===== src/hdl/ram_pkg.sv =====
/*
 * Data RAM shared definitions
 * Geometry of the four-lane byte-addressed RAM and the data word
 * type that is read as bytes or as halfwords
 */

package ram_pkg;

	// Geometry
	localparam int ADDR_W     = 10;                   // Byte address width
	localparam int LANES      = 4;                    // Byte lanes per word
	localparam int BYTE_W     = 8;                    // Lane width
	localparam int WORD_W     = 32;                   // Data word width
	localparam int LANE_SEL_W = 2;                    // Byte offset inside a word
	localparam int ROW_W      = ADDR_W - LANE_SEL_W;  // Row index width
	localparam int ROWS       = 1 << ROW_W;           // Rows in each lane

	// One lane byte
	typedef logic [BYTE_W-1:0] byte_t;

	// Full byte address
	typedef logic [ADDR_W-1:0] addr_t;

	// Row index shared by all lanes
	typedef logic [ROW_W-1:0] row_t;

	/*
	 * Data word with two views of the same 32 bits.
	 * bytes[0] is lane 0, the lowest byte.
	 * halves[h][b] is byte b of half h, so halves[0] is bits 15..0.
	 */
	typedef union packed
	{
		byte_t [LANES-1:0] bytes;   // Word view
		byte_t [1:0][1:0]  halves;  // Halfword view
	} data_word_u;

endpackage


===== src/hdl/read_gather.sv =====
/*
 * Read data gatherer
 * Joins the four lane bytes into the output word, holds it at zero
 * unless the previous cycle was selected, and drives data_rdy
 */

`timescale 1ns/1ps

module read_gather
	import ram_pkg::*;
(
	input  logic       clk,
	input  logic       rst,
	input  logic       cs,
	input  byte_t      lane_dout [LANES],
	output data_word_u out,
	output logic       data_rdy
);

	data_word_u joined;  // Lane bytes as one word

	// Delayed select, also the ready strobe
	always_ff @(posedge clk)
	begin
		if (rst)
		begin
			data_rdy <= 1'b0;
		end
		else
		begin
			data_rdy <= cs;
		end
	end

	// Lane 0 is the lowest byte
	always_comb
	begin
		for (int i = 0; i < LANES; i++)
		begin
			joined.bytes[i] = lane_dout[i];
		end
	end

	// Bank outputs are stale after an unselected edge
	always_comb
	begin
		out = {WORD_W{1'b0}};
		if (data_rdy)
		begin
			out = joined;
		end
	end

endmodule


===== config.mk =====
export PLATFORM = sky130hd
export DESIGN_NAME = read_gather
export DESIGN_NICKNAME = d
export VERILOG_FILES = /design/src/hdl/ram_pkg.sv /design/src/hdl/read_gather.sv
export SDC_FILE = /design/constraint.sdc
export NUM_CORES = 1
export LEC_CHECK = 0
export ABC_CLOCK_PERIOD_IN_PS = 800
export CAP_MARGIN = 25
export CORE_AREA = 2 2 39 41
export CTS_BUF_LIST = sky130_fd_sc_hd__clkbuf_4 sky130_fd_sc_hd__clkbuf_8
export DETAILED_ROUTE_END_ITERATION = 10
export DIE_AREA = 0 0 41 43
export DONT_BUFFER_PORTS = 1
export HOLD_SLACK_MARGIN = 0.02
export SLEW_MARGIN = 20
export SYNTH_ARGS = -nofsm -noshare
export SYNTH_HDL_FRONTEND = slang
export SYNTH_SLANG_ARGS = --single-unit

===== constraint.sdc =====
create_clock -name clk -period 0.8 [get_ports clk]
set_clock_uncertainty 0.1 [all_clocks]
set_input_delay 0.08 -clock clk [delete_from_list [all_inputs] [get_ports clk]]
set_output_delay 0.08 -clock clk [all_outputs]
set_load 0.02 [all_outputs]

# After elaboration in Yosys (flattened, before gate mapping)
# Cells that the tools add are included.
totals:
  wordCells: 2
  inputBits: 35
  ff_bits: 1
  out_inout_bits: 33
classes:
  muxes: 1
op_table:
  columns: ["cell", "n"]
  rows:
  - ["$mux W32", 1]

# Longest topological paths before layout
depth:
  word_depth: 1
  ltp_mapped: 2
  ltp_nobuf: 1

# Worst setup path after synthesis
# No wires, ideal clock.
synth_path:
  path_type: "reg-to-output"
  startpoint: "register data_rdy"
  endpoint: "output port out[0] (netlist bit)"
  stages_incl_launch_ff: 3
  slack_ns: -0.253
  t_arrival_ns: 0.873
  cell_sequence: "dfxtp_1 -> clkbuf_2 -> and2_2"
synth_lines:
  columns: ["element", "line", "source"]
  rows:
  - ["start, declared", "read_gather.sv:17", "output logic data_rdy"]
  - ["start signal, assigned", "read_gather.sv:31", "data_rdy <= cs;"]
  - ["end, declared", "read_gather.sv:16", "output data_word_u out,"]

==> summary.txt <==
Layout
  • Final Instance Area: between 300 and 400 µm²
  • Number of diodes: 0
  • Most flops, register: data_rdy
  • Max reg flops: 1
  • NumNets Final: 74
  • Share of layout cells above drive strength 1: between 90% and 100%
  • P&R area growth vs syn: 33.33%
  • Top flop regs: data_rdy: 1 flops

Min path
  • Hold Path Sink: data_rdy$_SDFF_PP0_
  • Worst min path class: in -> reg
  • Worst Min Path Start: rst
  • Hold depth: 1

Status
  • Run status: complete, but fails checks
  • Failing checks: setup timing

Placed design
  • Port bufs: 0
  • Post-place instance area: between 300 and 400 µm²
  • Gpl congestion: roughly 0.58

STA
  • Fin crit period: 0.8507 ns
  • Final TNS setup: -1.416 ns
  • Final setup fails: 31
  • Slew margin rel.: 92.04%
  • Unrepaired setup endpoints after global routing: true
  • Slew at the pin with the worst max-slew slack: approximately 0.12 ns
  • Period utilization: 106.3%
  • Fin. Hold Viols: 0
  • Setup ws final: -0.05075 ns
  • Slew Viols, Final: 0
  • Max Fclk: 1175 MHz

Routing
  • Remaining DRCs: 0
  • Routed WL per cell: roughly 13 µm
  • Initial DRC count: 0
  • Vias: around 240
  • Post-DRT Antenna Nets: 0
  • First-pass DRT Iterations: 1
  • Drt total wl: between 600 and 700 µm
  • Post-DR vias/cell: 4.453

Logic synthesis
  • Cells after synthesis: 37
  • Mapped Area: around 280 µm²
  • Yosys cell types: 4
  • Net Count, Synth: 72
  • Flops & latches, synth: 1
  • Synthesis Warnings: 0
  • Synthesized area per cell: around 7.6 µm²
  • Post-synthesis sequential area ratio: around 7.1%

GRT
  • Grt ovf: 0
  • First-pass GRT wire length: 710 µm
  • Vias in the first global route: around 140
  • GRT Total Usage: approximately 5.3%
  • Antenna violations before repair: 0
  • Largest net degree at the start of global routing: 17

Clock tree
  • Cts repair resizes: 0
  • Reg clk slew, reported paths: 0 ns

Die
  • Chip Height: approximately 43 µm
  • # rows: 14
  • Die Span X: just over 40 µm
  • Die ar.: 1763 µm²
  • I/O pin count: 68
  • Core Box Area: 1384 µm²
  • Initial Utilization: 20.34%

Flow run
  • Max Cap Viol: 0

Critical path
  • CP bufs+invs: 1
  • CP endpoint kind: primary output
  • CP max-delay cell: dfxtp_4
  • Worst Path Arrival: ~0.67 ns
  • CP max stage delay: ~0.36 ns
  • WS Path Type: reg -> out
  • Delay-heaviest family, CP: flip-flops
  • Crit-path max FO: 16
  • Worst EP required: 0.62 ns
  • Startpoint types: flop
  • Critical Path, Cell by Cell: buf_12, and2_4

Pwr
  • VDD IR max: roughly 0.27 mV
  • Power Dens Cells: 765.9 nW/µm²
  • Leak: 0.1746 nW
==> power by group <==
part	switching, mW	internal (mW)
clock network	0	0
logic	0.126	0.104
registers	0.00501	0.0524
==> per-stage QoR <==
stage / power, mW / worst slack [ns] / std cells / hold slack [ns] / utilization, %
2_1_floorplan: 0.2697 / -0.08981 / 37 / 0.04193 / -
3_3_place_gp: 0.2887 / -0.05112 / 53 / 0.04486 / 27.12
3_5_place_dp: 0.2906 / -0.05694 / 53 / 0.04522 / 27.12
4_1_cts: 0.2907 / -0.05826 / 53 / 0.04522 / 27.12
5_1_grt: 0.2986 / -0.06880 / 53 / 0.04672 / 27.12
6_report: 0.2875 / -0.05075 / 53 / 0.04383 / 27.12
==> placed cells by master (no fill, tap or decap) <==
cell type and instances:
and2_2 2, and2_4 30, buf_12 2, buf_4 1, dfxtp_4 1, nor2b_1 1
==> timing repair <==
action / in CTS / in global routing
buffers inserted: 0 / 0
hold buffers: 0 / 0
hold endpoints to repair: 0 / 0
setup endpoints to repair: 31 / 31
==> Yosys cell counts <==
library cell	number	share of area, %
and2_2	32	85
clkbuf_2	3	5.3
dfxtp_1	1	7.1
nor2b_1	1	2.2
==> layout make-up <==
class | count | area (µm²)
sequential | 1 | 23.77
timing repair buffer | 3 | 47.55
fill | 159 | 1008
multi-input combinational | 33 | 284.0
tap | 16 | 20.02
==> cell families after synthesis <==
| group | count (synthesis) | share of synthesized area [%] |
|---|---|---|
| buf+inv | 3 | 5.332 |
| flops | 1 | 7.111 |
| simple gates | 33 | 87.56 |
==> how the worst max path moves through the flow <==
stage / slack (ns) / endpoint / depth (start not counted) / startpoint
CTS: -0.06 / out[21] / 2 / data_rdy$_SDFF_PP0_
detailed placement: -0.06 / out[21] / 2 / data_rdy$_SDFF_PP0_
global placement: -0.05 / out[25] / 2 / data_rdy$_SDFF_PP0_
floorplan: -0.09 / out[0] / 2 / data_rdy$_SDFF_PP0_
global route: -0.07 / out[21] / 2 / data_rdy$_SDFF_PP0_
finish: -0.05 / out[28] / 2 / data_rdy$_SDFF_PP0_
==> routing by layer <==
layer | vias up | wire (µm) | share of wire (%) | GRT usage (%)
met5 | - | 0 | 0 | 0
met4 | 0 | 0 | 0 | 0
met3 | 0 | 104 | 15 | 0
met2 | 24 | 365 | 54 | 9.688
met1 | 104 | 211 | 31 | 6.984
li1 | 108 | - | - | -
No activity file was read; power rests on OpenSTA's default activity.
