==> src/hdl/ram_pkg.sv <==
/*
 * Data RAM shared definitions
 * Geometry of the four-lane byte-addressed RAM and the data word
 * type that is read as bytes or as halfwords
 */

package ram_pkg;

	// Geometry
	localparam int ADDR_W     = 10;                   // Byte address width
	localparam int LANES      = 4;                    // Byte lanes per word
	localparam int BYTE_W     = 8;                    // Lane width
	localparam int WORD_W     = 32;                   // Data word width
	localparam int LANE_SEL_W = 2;                    // Byte offset inside a word
	localparam int ROW_W      = ADDR_W - LANE_SEL_W;  // Row index width
	localparam int ROWS       = 1 << ROW_W;           // Rows in each lane

	// One lane byte
	typedef logic [BYTE_W-1:0] byte_t;

	// Full byte address
	typedef logic [ADDR_W-1:0] addr_t;

	// Row index shared by all lanes
	typedef logic [ROW_W-1:0] row_t;

	/*
	 * Data word with two views of the same 32 bits.
	 * bytes[0] is lane 0, the lowest byte.
	 * halves[h][b] is byte b of half h, so halves[0] is bits 15..0.
	 */
	typedef union packed
	{
		byte_t [LANES-1:0] bytes;   // Word view
		byte_t [1:0][1:0]  halves;  // Halfword view
	} data_word_u;

endpackage

==> src/hdl/lane_write_decode.sv <==
/*
 * Lane write decoder
 * Resolves chip select, the word/halfword/byte write strobes and the
 * low address bits into one write enable and one data byte per lane
 */

`timescale 1ns/1ps

module lane_write_decode
	import ram_pkg::*;
(
	input  logic                  cs,
	input  logic                  write_w,
	input  logic                  write_h,
	input  logic                  write_b,
	input  logic [LANE_SEL_W-1:0] lane_sel,
	input  data_word_u            in,
	output logic [LANES-1:0]      lane_we,
	output byte_t                 lane_din [LANES]
);

	logic do_word;   // Word write this cycle
	logic do_half;   // Halfword write, any offset
	logic do_byte;   // Byte write
	logic half_ok;   // Halfword offset is 00 or 10

	// Strobe priority: word over halfword over byte
	assign do_word = cs & write_w;
	assign do_half = cs & write_h & ~write_w;
	assign do_byte = cs & write_b & ~write_w & ~write_h;

	// Only even halfword offsets are aligned
	assign half_ok = ~lane_sel[0];

	always_comb
	begin
		// Disabled lanes see zero data
		lane_we = '0;
		for (int i = 0; i < LANES; i++)
		begin
			lane_din[i] = '0;
		end

		if (do_word)
		begin
			lane_we = '1;
			for (int i = 0; i < LANES; i++)
			begin
				lane_din[i] = in.bytes[i];  // Each lane keeps its own byte
			end
		end
		else if (do_half)
		begin
			// Lower half of in goes to whichever pair is addressed
			if (half_ok)
			begin
				case (lane_sel[1])
					1'b0:
					begin
						lane_we[0]  = 1'b1;
						lane_we[1]  = 1'b1;
						lane_din[0] = in.halves[0][0];
						lane_din[1] = in.halves[0][1];
					end
					1'b1:
					begin
						lane_we[2]  = 1'b1;
						lane_we[3]  = 1'b1;
						lane_din[2] = in.halves[0][0];
						lane_din[3] = in.halves[0][1];
					end
				endcase
			end
			// Misaligned halfword falls through with nothing enabled
		end
		else if (do_byte)
		begin
			// Byte data always comes from bits 7..0
			case (lane_sel)
				2'd0:
				begin
					lane_we[0]  = 1'b1;
					lane_din[0] = in.bytes[0];
				end
				2'd1:
				begin
					lane_we[1]  = 1'b1;
					lane_din[1] = in.bytes[0];
				end
				2'd2:
				begin
					lane_we[2]  = 1'b1;
					lane_din[2] = in.bytes[0];
				end
				2'd3:
				begin
					lane_we[3]  = 1'b1;
					lane_din[3] = in.bytes[0];
				end
			endcase
		end
	end

endmodule

==> config.mk <==
export PLATFORM = sky130hd
export DESIGN_NAME = lane_write_decode
export DESIGN_NICKNAME = d
export VERILOG_FILES = /design/src/hdl/ram_pkg.sv /design/src/hdl/lane_write_decode.sv
export SDC_FILE = /design/constraint.sdc
export NUM_CORES = 1
export LEC_CHECK = 0
export BUFFER_PORTS_ARGS = -buffer_cell sky130_fd_sc_hd__buf_2
export CORE_AREA = 2 2 43 45
export DETAILED_ROUTE_END_ITERATION = 8
export DIE_AREA = 0 0 45 47
export PLACE_DENSITY = 0.83
export SETUP_SLACK_MARGIN = 0.2
export SYNTH_ARGS = -nofsm -noshare
export SYNTH_HDL_FRONTEND = slang
export SYNTH_SLANG_ARGS = --single-unit
==> constraint.sdc <==
create_clock -name vclk -period 2.7
set_input_delay 0.135 -clock vclk [all_inputs]
set_output_delay 0.135 -clock vclk [all_outputs]
set_load 0.02 [all_outputs]
; ---- Word level (Yosys, flattened, before mapping)
; Index checks and enable logic that the tools add are counted.
[word_totals]
register_bits = 0
inputBits = 38
word_cells = 32
[classes]
n_eq_ne = 3
n_mux = 20
bitwise_logic = 8
n_reduce_logical = 1
[op_table]
columns = cell, count
row1 = 32-bit 2-to-1 mux, 4
row2 = 16-bit 2-to-1 mux, 2
row3 = 8-bit 2-to-1 mux, 4
row4 = 4-bit 2-to-1 mux, 4
row5 = 1-bit AND, 6
row6 = "2-bit equality test, second input constant", 2
row7 = 1-bit 2-to-1 mux, 4
row8 = 2-bit 2-to-1 mux, 2
row9 = "2-bit by 1-bit equality test with 1-bit output, second input constant", 1
row10 = 2-bit zero test, 1
row11 = 1-bit NOT, 2

; ---- Depth between registers and ports, before layout
[logic_depth]
word_depth = 6
ltp_mapped = 5
depth_no_buf = 3

; ---- Worst setup path before layout
; OpenSTA, ideal clock, no wires.
[synth_timing]
kind = input to output
startpoint = input port write_h
endpoint = output port lane_din[16] in the netlist's numbering
arrival_ns = 1.102
t_required_ns = 2.565
slack_ns = 1.463
cell_stages = 4
path_buffers = 1
cell_sequence = and3b_1 -> buf_6 -> nor4b_4 -> a22o_1
[synth_lines]
columns = item, line_no
row1 = from (decl), lane_write_decode.sv:14  ; input logic write_h,
row2 = to (decl), lane_write_decode.sv:19  ; output byte_t lane_din [LANES]

==> flow_summary.yaml <==
power:
  ir_worst_vdd_v: 0.0000781
  power_density_mw_per_mm2: 182
  power_leakage_nw: 0.542
  totalPowerFinal_mw: 0.166
placed_design:
  dpl.cell_count: 165
  finalWeightedCongestion: 0.855
  post_detailed_placement_half_perimeter_wirelength_um: 1860
  place.port_buffers: 74
  placement.cell_area_um2: 912
drt:
  detailroute.via_count: 920
  routed_wire_length_per_instance_um: 13.6
  viasPerCell: 5.58
  detailedRoute.firstIterationViolations: 17
  dr.pass1.iters: 4
  wl_um: 2240
  drc: 0
  ant_nets: 0
timing:
  unrepaired_setup_endpoints_after_global_routing: "no"
  fmax_mhz: 597
  worstMarginPinSlew_ns: 0.616
  worst_slew_margin_rel_pct: 58.8
  setup_viol: 0
  finalHoldViolCount: 0
  final_min_period_over_clock_period_pct: 62.1
  post-route-min-period_ns: 1.68
  maxSlewViolCount: 0
  finalSetupTns_ns: 0
synth:
  synth_top_cells_by_area: "a22o_1 (25%), a221oi_1 (12%), and2_1 (11%), and3_1 (8.9%), o21ai_0 (8.0%)"
  yosysWarnings: 0
  synth_top_cell_by_area: "a22o_1"
  synth_largest_type_area_fraction_pct: 24.9
  synth_fp_nets: 120
  synthesis.area_um2: 563
  synthTopCellsByCount: "a22o_1 (16), and2_1 (10), nor2_1 (10)"
  synthesis.instances: 82
  synth.most_common_cell: "a22o_1"
  seq_area_frac_synth_pct: 0
  synth.distinct_cells: 20
  syn_avg_cell_area_um2: 6.87
floorplan:
  fp.dieW_um: 45
  num_rows: 15
  fp.dieArea_mm2: 0.00212
  ioPinCount: 74
  die_h_um: 47
  core_area_mm2: 0.00165
  starting_density_of_the_core_pct: 34.1
final_layout:
  n_sequential_cell: 0
  instances_no_fill: 165
  finish.instance_area_um2: 912
  final_layout_size_suffix_gt1_share_pct: 52.7
  final-seq-area_um2: 0
  antennaDiodeCount: 0
  syn2layout_area_growth_pct: 62.0
  n_clock_buffer: 0
  nets: 188
setup_path:
  cp_num_buf_inv: 2
  critical_path.endpoint_type: "primary output"
  required_ns: 2.57
  cp_max_fo: 10
  path_cells: "buf_2 -> and3b_1 -> nor4b_4 -> a22o_1 -> buf_2"
  critical_path_arrival_ns: 1.54
  cpMostUsedCell: "buf_2"
  path_delay_family: "simple AND/OR/NAND/NOR gates"
  critPathKind: "primary input to primary output"
  max_stage_delay_ns: 0.49
  crit_slowest_cell: "nor4b_4"
  setup.worst_path.start_class: "primary input"
cts:
  cts_hold_repair.buffers: 0
  cts_repair_resize_count: 0
  post_cts.repair.setup_buffers: 0
global_route:
  grt.total_usage_pct: 18.2
  grt_pass1_wl_um: 3020
  grt_start_max_net_pins: 23
  number_of_global_route_vias_before_repair: 722
  initial_antenna_violation_count: 0
  gr-total-overflow: 0
min_path:
  hp-class: "primary input to primary output"
job:
  cap_viol_max_count: 0
outcome:
  outcome: "completed"
==> final timing paths <==
kind	from	to	cells after the start
max	write_h	lane_din[19]	5
min	in[22]	lane_din[14]	3
==> cells in the final DEF (no fill, tap or decap), drive strengths merged <==
cell type  count
buf           74
a22o          16
and2          10
nor2          10
o21ai          9
and3           8
a221oi         8
o21bai         2
nor2b          2
nor3           2
inv            2
and3b          1
nor4b          1
a31o           1
nor4           1
o21a           1
==> cell families after synthesis <==
logic type | Yosys count | share of synthesized area (%)
buf+inv | 10 | 8.89
compound gates | 37 | 50.9
simple gates | 35 | 40.2
==> report_power, final <==
part	switching, mW	total [mW]	internal [mW]
registers	0	0	0
clock network	0	0	0
logic	0.0983	0.166	0.0675
==> final cells by class <==
type | instances | area [µm²]
multi-input cells | 72 | 513
fillers | 153 | 739
inverters | 2 | 7.51
well taps | 17 | 21.3
repair buffers | 74 | 370
==> metrics by stage <==
stage	hold WS, ns	util (%)	worst slack, ns
global route	0.626	55.2	0.929
global placement	0.605	55.2	1.12
finish	0.607	55.2	1.02
CTS	0.609	55.2	1.04
floorplan	0.462	-	1.46
detailed placement	0.609	55.2	1.05
==> routing by layer <==
layer  routed length, µm  vias up  part of all wire, %  track usage, %
met5                   0        -                    0               0
met4                   0        0                    0            1.18
met3                 260        0                   12            1.15
met2                1120       55                   50            33.4
met1                 854      409                   38            24.3
li1                    -      456                    -               -
==> tightest hold or removal path: cells and delay by family <==
| family | cells | cell delay (ns) |
|---|---|---|
| buf+inv | 2 | 0.22 |
| compound gates | 1 | 0.11 |
(Power assumes the default switching activity.)
