==> src/hdl/ram_pkg.sv <==
/*
 * Data RAM shared definitions
 * Geometry of the four-lane byte-addressed RAM and the data word
 * type that is read as bytes or as halfwords
 */

package ram_pkg;

	// Geometry
	localparam int ADDR_W     = 10;                   // Byte address width
	localparam int LANES      = 4;                    // Byte lanes per word
	localparam int BYTE_W     = 8;                    // Lane width
	localparam int WORD_W     = 32;                   // Data word width
	localparam int LANE_SEL_W = 2;                    // Byte offset inside a word
	localparam int ROW_W      = ADDR_W - LANE_SEL_W;  // Row index width
	localparam int ROWS       = 1 << ROW_W;           // Rows in each lane

	// One lane byte
	typedef logic [BYTE_W-1:0] byte_t;

	// Full byte address
	typedef logic [ADDR_W-1:0] addr_t;

	// Row index shared by all lanes
	typedef logic [ROW_W-1:0] row_t;

	/*
	 * Data word with two views of the same 32 bits.
	 * bytes[0] is lane 0, the lowest byte.
	 * halves[h][b] is byte b of half h, so halves[0] is bits 15..0.
	 */
	typedef union packed
	{
		byte_t [LANES-1:0] bytes;   // Word view
		byte_t [1:0][1:0]  halves;  // Halfword view
	} data_word_u;

endpackage

==> src/hdl/byte_lane_mem.sv <==
/*
 * Byte lane memory bank
 * ROWS bytes with a single write enable and a registered,
 * read-first output
 */

`timescale 1ns/1ps

module byte_lane_mem
	import ram_pkg::*;
(
	input  logic  clk,
	input  row_t  row,
	input  logic  we,
	input  byte_t din,
	output byte_t dout
);

	byte_t mem [ROWS];  // Storage, maps to block RAM

	// Contents start at zero
	initial
	begin
		for (int r = 0; r < ROWS; r++)
		begin
			mem[r] = '0;
		end
	end

	// Read register samples the old row before the write lands
	always @(posedge clk)
	begin
		dout <= mem[row];      // Read-first
		if (we)
		begin
			mem[row] <= din;   // Masked by the decoder
		end
	end

endmodule

==> config.mk <==
export PLATFORM = sky130hd
export DESIGN_NAME = byte_lane_mem
export DESIGN_NICKNAME = d
export VERILOG_FILES = /design/src/hdl/ram_pkg.sv /design/src/hdl/byte_lane_mem.sv
export SDC_FILE = /design/constraint.sdc
export NUM_CORES = 2
export LEC_CHECK = 0
export BUFFER_PORTS_ARGS = -buffer_cell sky130_fd_sc_hd__buf_2
export CAP_MARGIN = 40
export CORE_AREA = 4 4 479 481
export DETAILED_ROUTE_END_ITERATION = 8
export DIE_AREA = 0 0 483 485
export MAX_ROUTING_LAYER = met4
export PLACE_DENSITY_LB_ADDON = 0.08
export SYNTH_ARGS = -nofsm -noshare
export SYNTH_HDL_FRONTEND = slang
export SYNTH_SLANG_ARGS = --single-unit
==> constraint.sdc <==
create_clock -name clk -period 2.8 [get_ports clk]
set_input_delay 0.28 -clock clk [delete_from_list [all_inputs] [get_ports clk]]
set_output_delay 0.28 -clock clk [all_outputs]
set_load 0.01 [all_outputs]
Yosys cells after proc, flatten, opt, wreduce, memory -nomap -nowiden
Memories as Yosys holds them, arrays and structs flattened. A register that Yosys moved wholly into a read port is not among the register bits.
Cells that the tools add are included.
{"block": "totals", "register_bits": 0, "latch_bits": 0, "ram_bits": 2048, "mem_bits_ro": 0, "output_inout_bits": 8, "word_cells": 3, "n_memories": 1}
{"name": "mem", "words": 256, "width": 8, "rd": 1, "rd_ports_with_merged_regs": 1, "write_ports": 1, "line_no": "byte_lane_mem.sv:19", "rtl": "byte_t mem [ROWS];"}
{"block": "classes", "add_sub_neg": 0, "multipliers": 0, "div": 0, "n_lt_le_gt_ge": 0, "eq_ne": 0, "n_shift": 0, "n_mux": 2, "bitwise_logic": 0, "n_reduce_logical": 0}
{"op": "2-to-1 mux 1 bit", "count": 2}

Depth between registers and ports, before layout
{"block": "logic_depth", "ltp_word": 2, "mapped_depth": 10, "ltp_nobuf": 5}

Worst setup path after synthesis
Ideal clock, no wire load.
{"block": "synth_timing", "path_type": "input port to flip-flop", "start": "input port row[1]", "end": "memory mem[111][0] (netlist bit) (enable)", "setup_time_ns": 0.370, "arrival_ns": 2.129, "slack_ns": 0.301, "path_stages": 9, "path_buffers": 5, "path_cell_list": "buf_2 -> clkbuf_1 -> clkbuf_1 -> nand2_1 -> buf_2 -> nor2_1 -> nand2_1 -> clkbuf_1 -> nor2_1"}
{"item": "start, declared", "line_no": "byte_lane_mem.sv:13", "rtl": "input row_t row,"}
{"item": "end, declared", "line_no": "byte_lane_mem.sv:19"}
No word-level cell before the write port.

==> results.py <==
metrics = {
    "setup_path": {
        "critPathTopFamily": "compound AO/OA/AOI/OAI gates",
        "rr_worst_depth": 6,
        "crit_slowest_cell": "o41ai_1",
        "cp.arrival_ns": 3.33,
        "critPathRequiredTime_ns": 3.52,
        "max_stage_delay_ns": 0.54,
        "crit_buf_inv": 1,
        "r2r_slack_ns": 0.19,
        "cp_max_fo": 1,
        "crit_path_start_kind": "flip-flop",
        "reg2reg_from": "mem[43][4]",
        "crit_type": "reg2reg",
        "reg2reg_to": "dout[4]",
        "crit_chain": "mux4_2 -> a22oi_1 -> a21oi_1 -> o41ai_1 -> buf_4 -> nand4_1",
        "cp-end-kind": "flip-flop",
    },
    "synthesis": {
        "synth_area_mm2": 0.0785,
        "ys_types": 22,
        "netlist_instances": 3547,
        "ys_seq_elements": 2056,
        "synth_warnings": 0,
        "yosysSeqAreaShare_pct": 78.6,
        "synth_area_per_cell_um2": 22.1,
        "syn_nets": 3565,
    },
    "finish": {
        "fill_cells": 19500,
        "finalNetCount": 4232,
        "area_delta_synth_final_pct": 20.2,
        "fin_util_pct": 42.0,
        "drive_gt1_share_pct": 33.7,
    },
    "timing": {
        "hold_ws_ns": 0.309,
        "setup_viol": 0,
        "skew_ns": 0.0232,
        "hold_viol_final": 0,
        "rsz0062_at_grt": "no",
        "slew_viol_final": 0,
        "fin_ws_ns": 0.186,
        "fmax_ghz": 0.383,
        "fin_crit_sh_pct": 93.4,
        "tightest_slew_ns": 0.924,
        "min_period_ns": 2.61,
        "slew_headroom_pct": 38.4,
    },
    "clocking": {
        "cts_tree": "yes",
        "clockBufferDepth": 3,
        "htree_levels": 4,
        "clock_sinks": 2056,
        "clk_pin_slew_ns": 0.06,
        "clk_latency_ns": 0.84,
        "cts_setup_buffers": 0,
        "ctsRootBufferMaster": "clkbuf_16",
        "postCtsResizedCells": 0,
        "cts_buffers": 218,
    },
    "global_routing": {
        "grt_max_degree": 90,
        "grt_pass1_vias": 41200,
        "grt_pass1_wl_mm": 317,
        "grt.met2_usage_pct": 31.4,
        "use_met1_pct": 26.4,
        "track_usage_pct": 19.5,
        "antenna_found_initial": 13,
        "grt.busiest_layer": "met2",
        "grt_use_met3_pct": 2.50,
        "grt_overflow": 0,
    },
    "routing": {
        "route.vias.total": 39300,
        "drt-total-wl_mm": 224,
        "first_iter_violations": 3864,
        "via_per_inst": 5.32,
        "drc_errors": 0,
        "wl_per_cell_um": 30.3,
        "dr.pass1.iters": 7,
        "ant_nets": 0,
    },
    "floorplan": {
        "die_w_um": 483,
        "rows": 174,
        "dieArea_mm2": 0.234,
        "ios": 26,
        "core_mm2": 0.225,
        "die_h_um": 485,
        "initial_utilization_pct": 34.9,
    },
    "pwr": {
        "p_per_area_mw_per_mm2": 694,
        "power_mw": 65.5,
        "irDropWorstVdd_mv": 0.632,
        "p_leak_nw": 29.8,
    },
    "run": {
        "drv_cap": 0,
    },
    "hold_path": {
        "hold_path_class": "in2reg",
        "hold_path_end": "dout[5]",
        "hold_depth": 6,
        "hold_path_startpoint": "row[6]",
    },
    "placed_design": {
        "hpwlAfterDp_mm": 143,
        "gp_congestion": 0.799,
        "dpl_worst_slack_ns": -0.542,
        "portBuffers": 25,
    },
    "outcome": {
        "status": "completed",
    },
}
-- stage by stage --
stage / cell area [um2] / cells / TNS, ns
2_1_floorplan: 78500 / 3547 / 0
3_3_place_gp: 87300 / 6970 / -4.52
3_5_place_dp: 87300 / 6978 / -3.08
4_1_cts: 94400 / 7385 / 0
5_1_grt: 94400 / 7386 / 0
6_report: 94400 / 7390 / 0
-- sequential cells by signal, summed over array words and instances (netlist names) --
| signal | count |
|---|---|
| dout | 8 |
| mem | 2048 |
-- cells in the final DEF, fill, tap and decap left out, types with 28 or more instances in the layout --
master / n
clkinv_1: 60
nor2_1: 231
clkbuf_1: 50
clkinv_2: 28
mux4_2: 512
nor3_1: 30
a21oi_1: 128
clkbuf_16: 223
edfxtp_1: 2048
buf_4: 554
buf_12: 87
o41ai_1: 32
a22oi_1: 256
nand2_1: 28
-- worst max-delay path by stage --
stage / from / cells after the start / endpoint
final: mem[43][4] / 6 / dout[4]
after global routing: mem[79][7] / 8 / dout[7]
after CTS: mem[79][7] / 8 / dout[7]
after detailed placement: row[0] / 9 / dout[4]
after global placement: row[0] / 9 / dout[7]
after floorplan: row[1] / 9 / mem[111][0]
-- cell type report --
class                           instances  area, um2  area share [%]
Clock buffer                          273       5770            6.11
Timing Repair Buffer                  679       6240            6.61
Antenna cell                            5       12.5          0.0133
Tap cell                             2992       3740            3.97
Clock inverter                        126       1170            1.24
Inverter                                1       3.75         0.00398
Sequential cell                      2056      61700            65.3
Multi-Input combinational cell       1258      15800            16.7
-- cell usage after synthesis --
cell      number  area, um2
buf_2         36        180
buf_6         16        180
dfxtp_1        8        160
buf_1         19       71.3
nand4_1        8       50.1
nor3_1        30        150
nand2b_1       6       37.5
a22oi_1      256       1920
a21oi_1      128        641
edfxtp_1    2048      61500
or2_2          2       12.5
mux4_2       512      11500
nand2_1       28        105
o41ai_1       32        280
or3_1          1       6.26
buf_4         16        120
and2_1         3       18.8
nor2b_1        7       43.8
inv_1          1       3.75
clkbuf_1     145        544
nor2_1       232        871
nand3_1       13       65.1
-- worst register-to-register path, cell delays in order (launching register included) --
cell and delay (ns):
edfxtp_1 0.35, mux4_2 0.48, a22oi_1 0.53, a21oi_1 0.33
o41ai_1 0.55, buf_4 0.19, nand4_1 0.08
-- power breakdown --
part           internal (mW)  switching (mW)  leakage [nW]
clock network           16.4            11.7          3.37
registers               33.9          0.0483          18.5
logic                   1.33            2.08          7.98
-- layer usage --
metal,share of wire (%),wire length (um)
met4,2.4,5340
met2,50,111000
met3,4.7,10400
met5,0,0
met1,43,97100
-- cell families after synthesis --
family                 Yosys count  share of synthesized area (%)
flip-flops                    2056                           78.6
AO/OA/AOI/OAI                  416                           3.62
buffers and inverters          233                           1.40
AND/OR/NAND/NOR                330                           1.73
multiplexers                   512                           14.7
-- repair_timing --
action,in CTS,in global routing
endpoints found under the setup margin,0,0
endpoints found under the hold margin,354,0
hold buffers,8,0
Power figures use the tool's default switching activity.
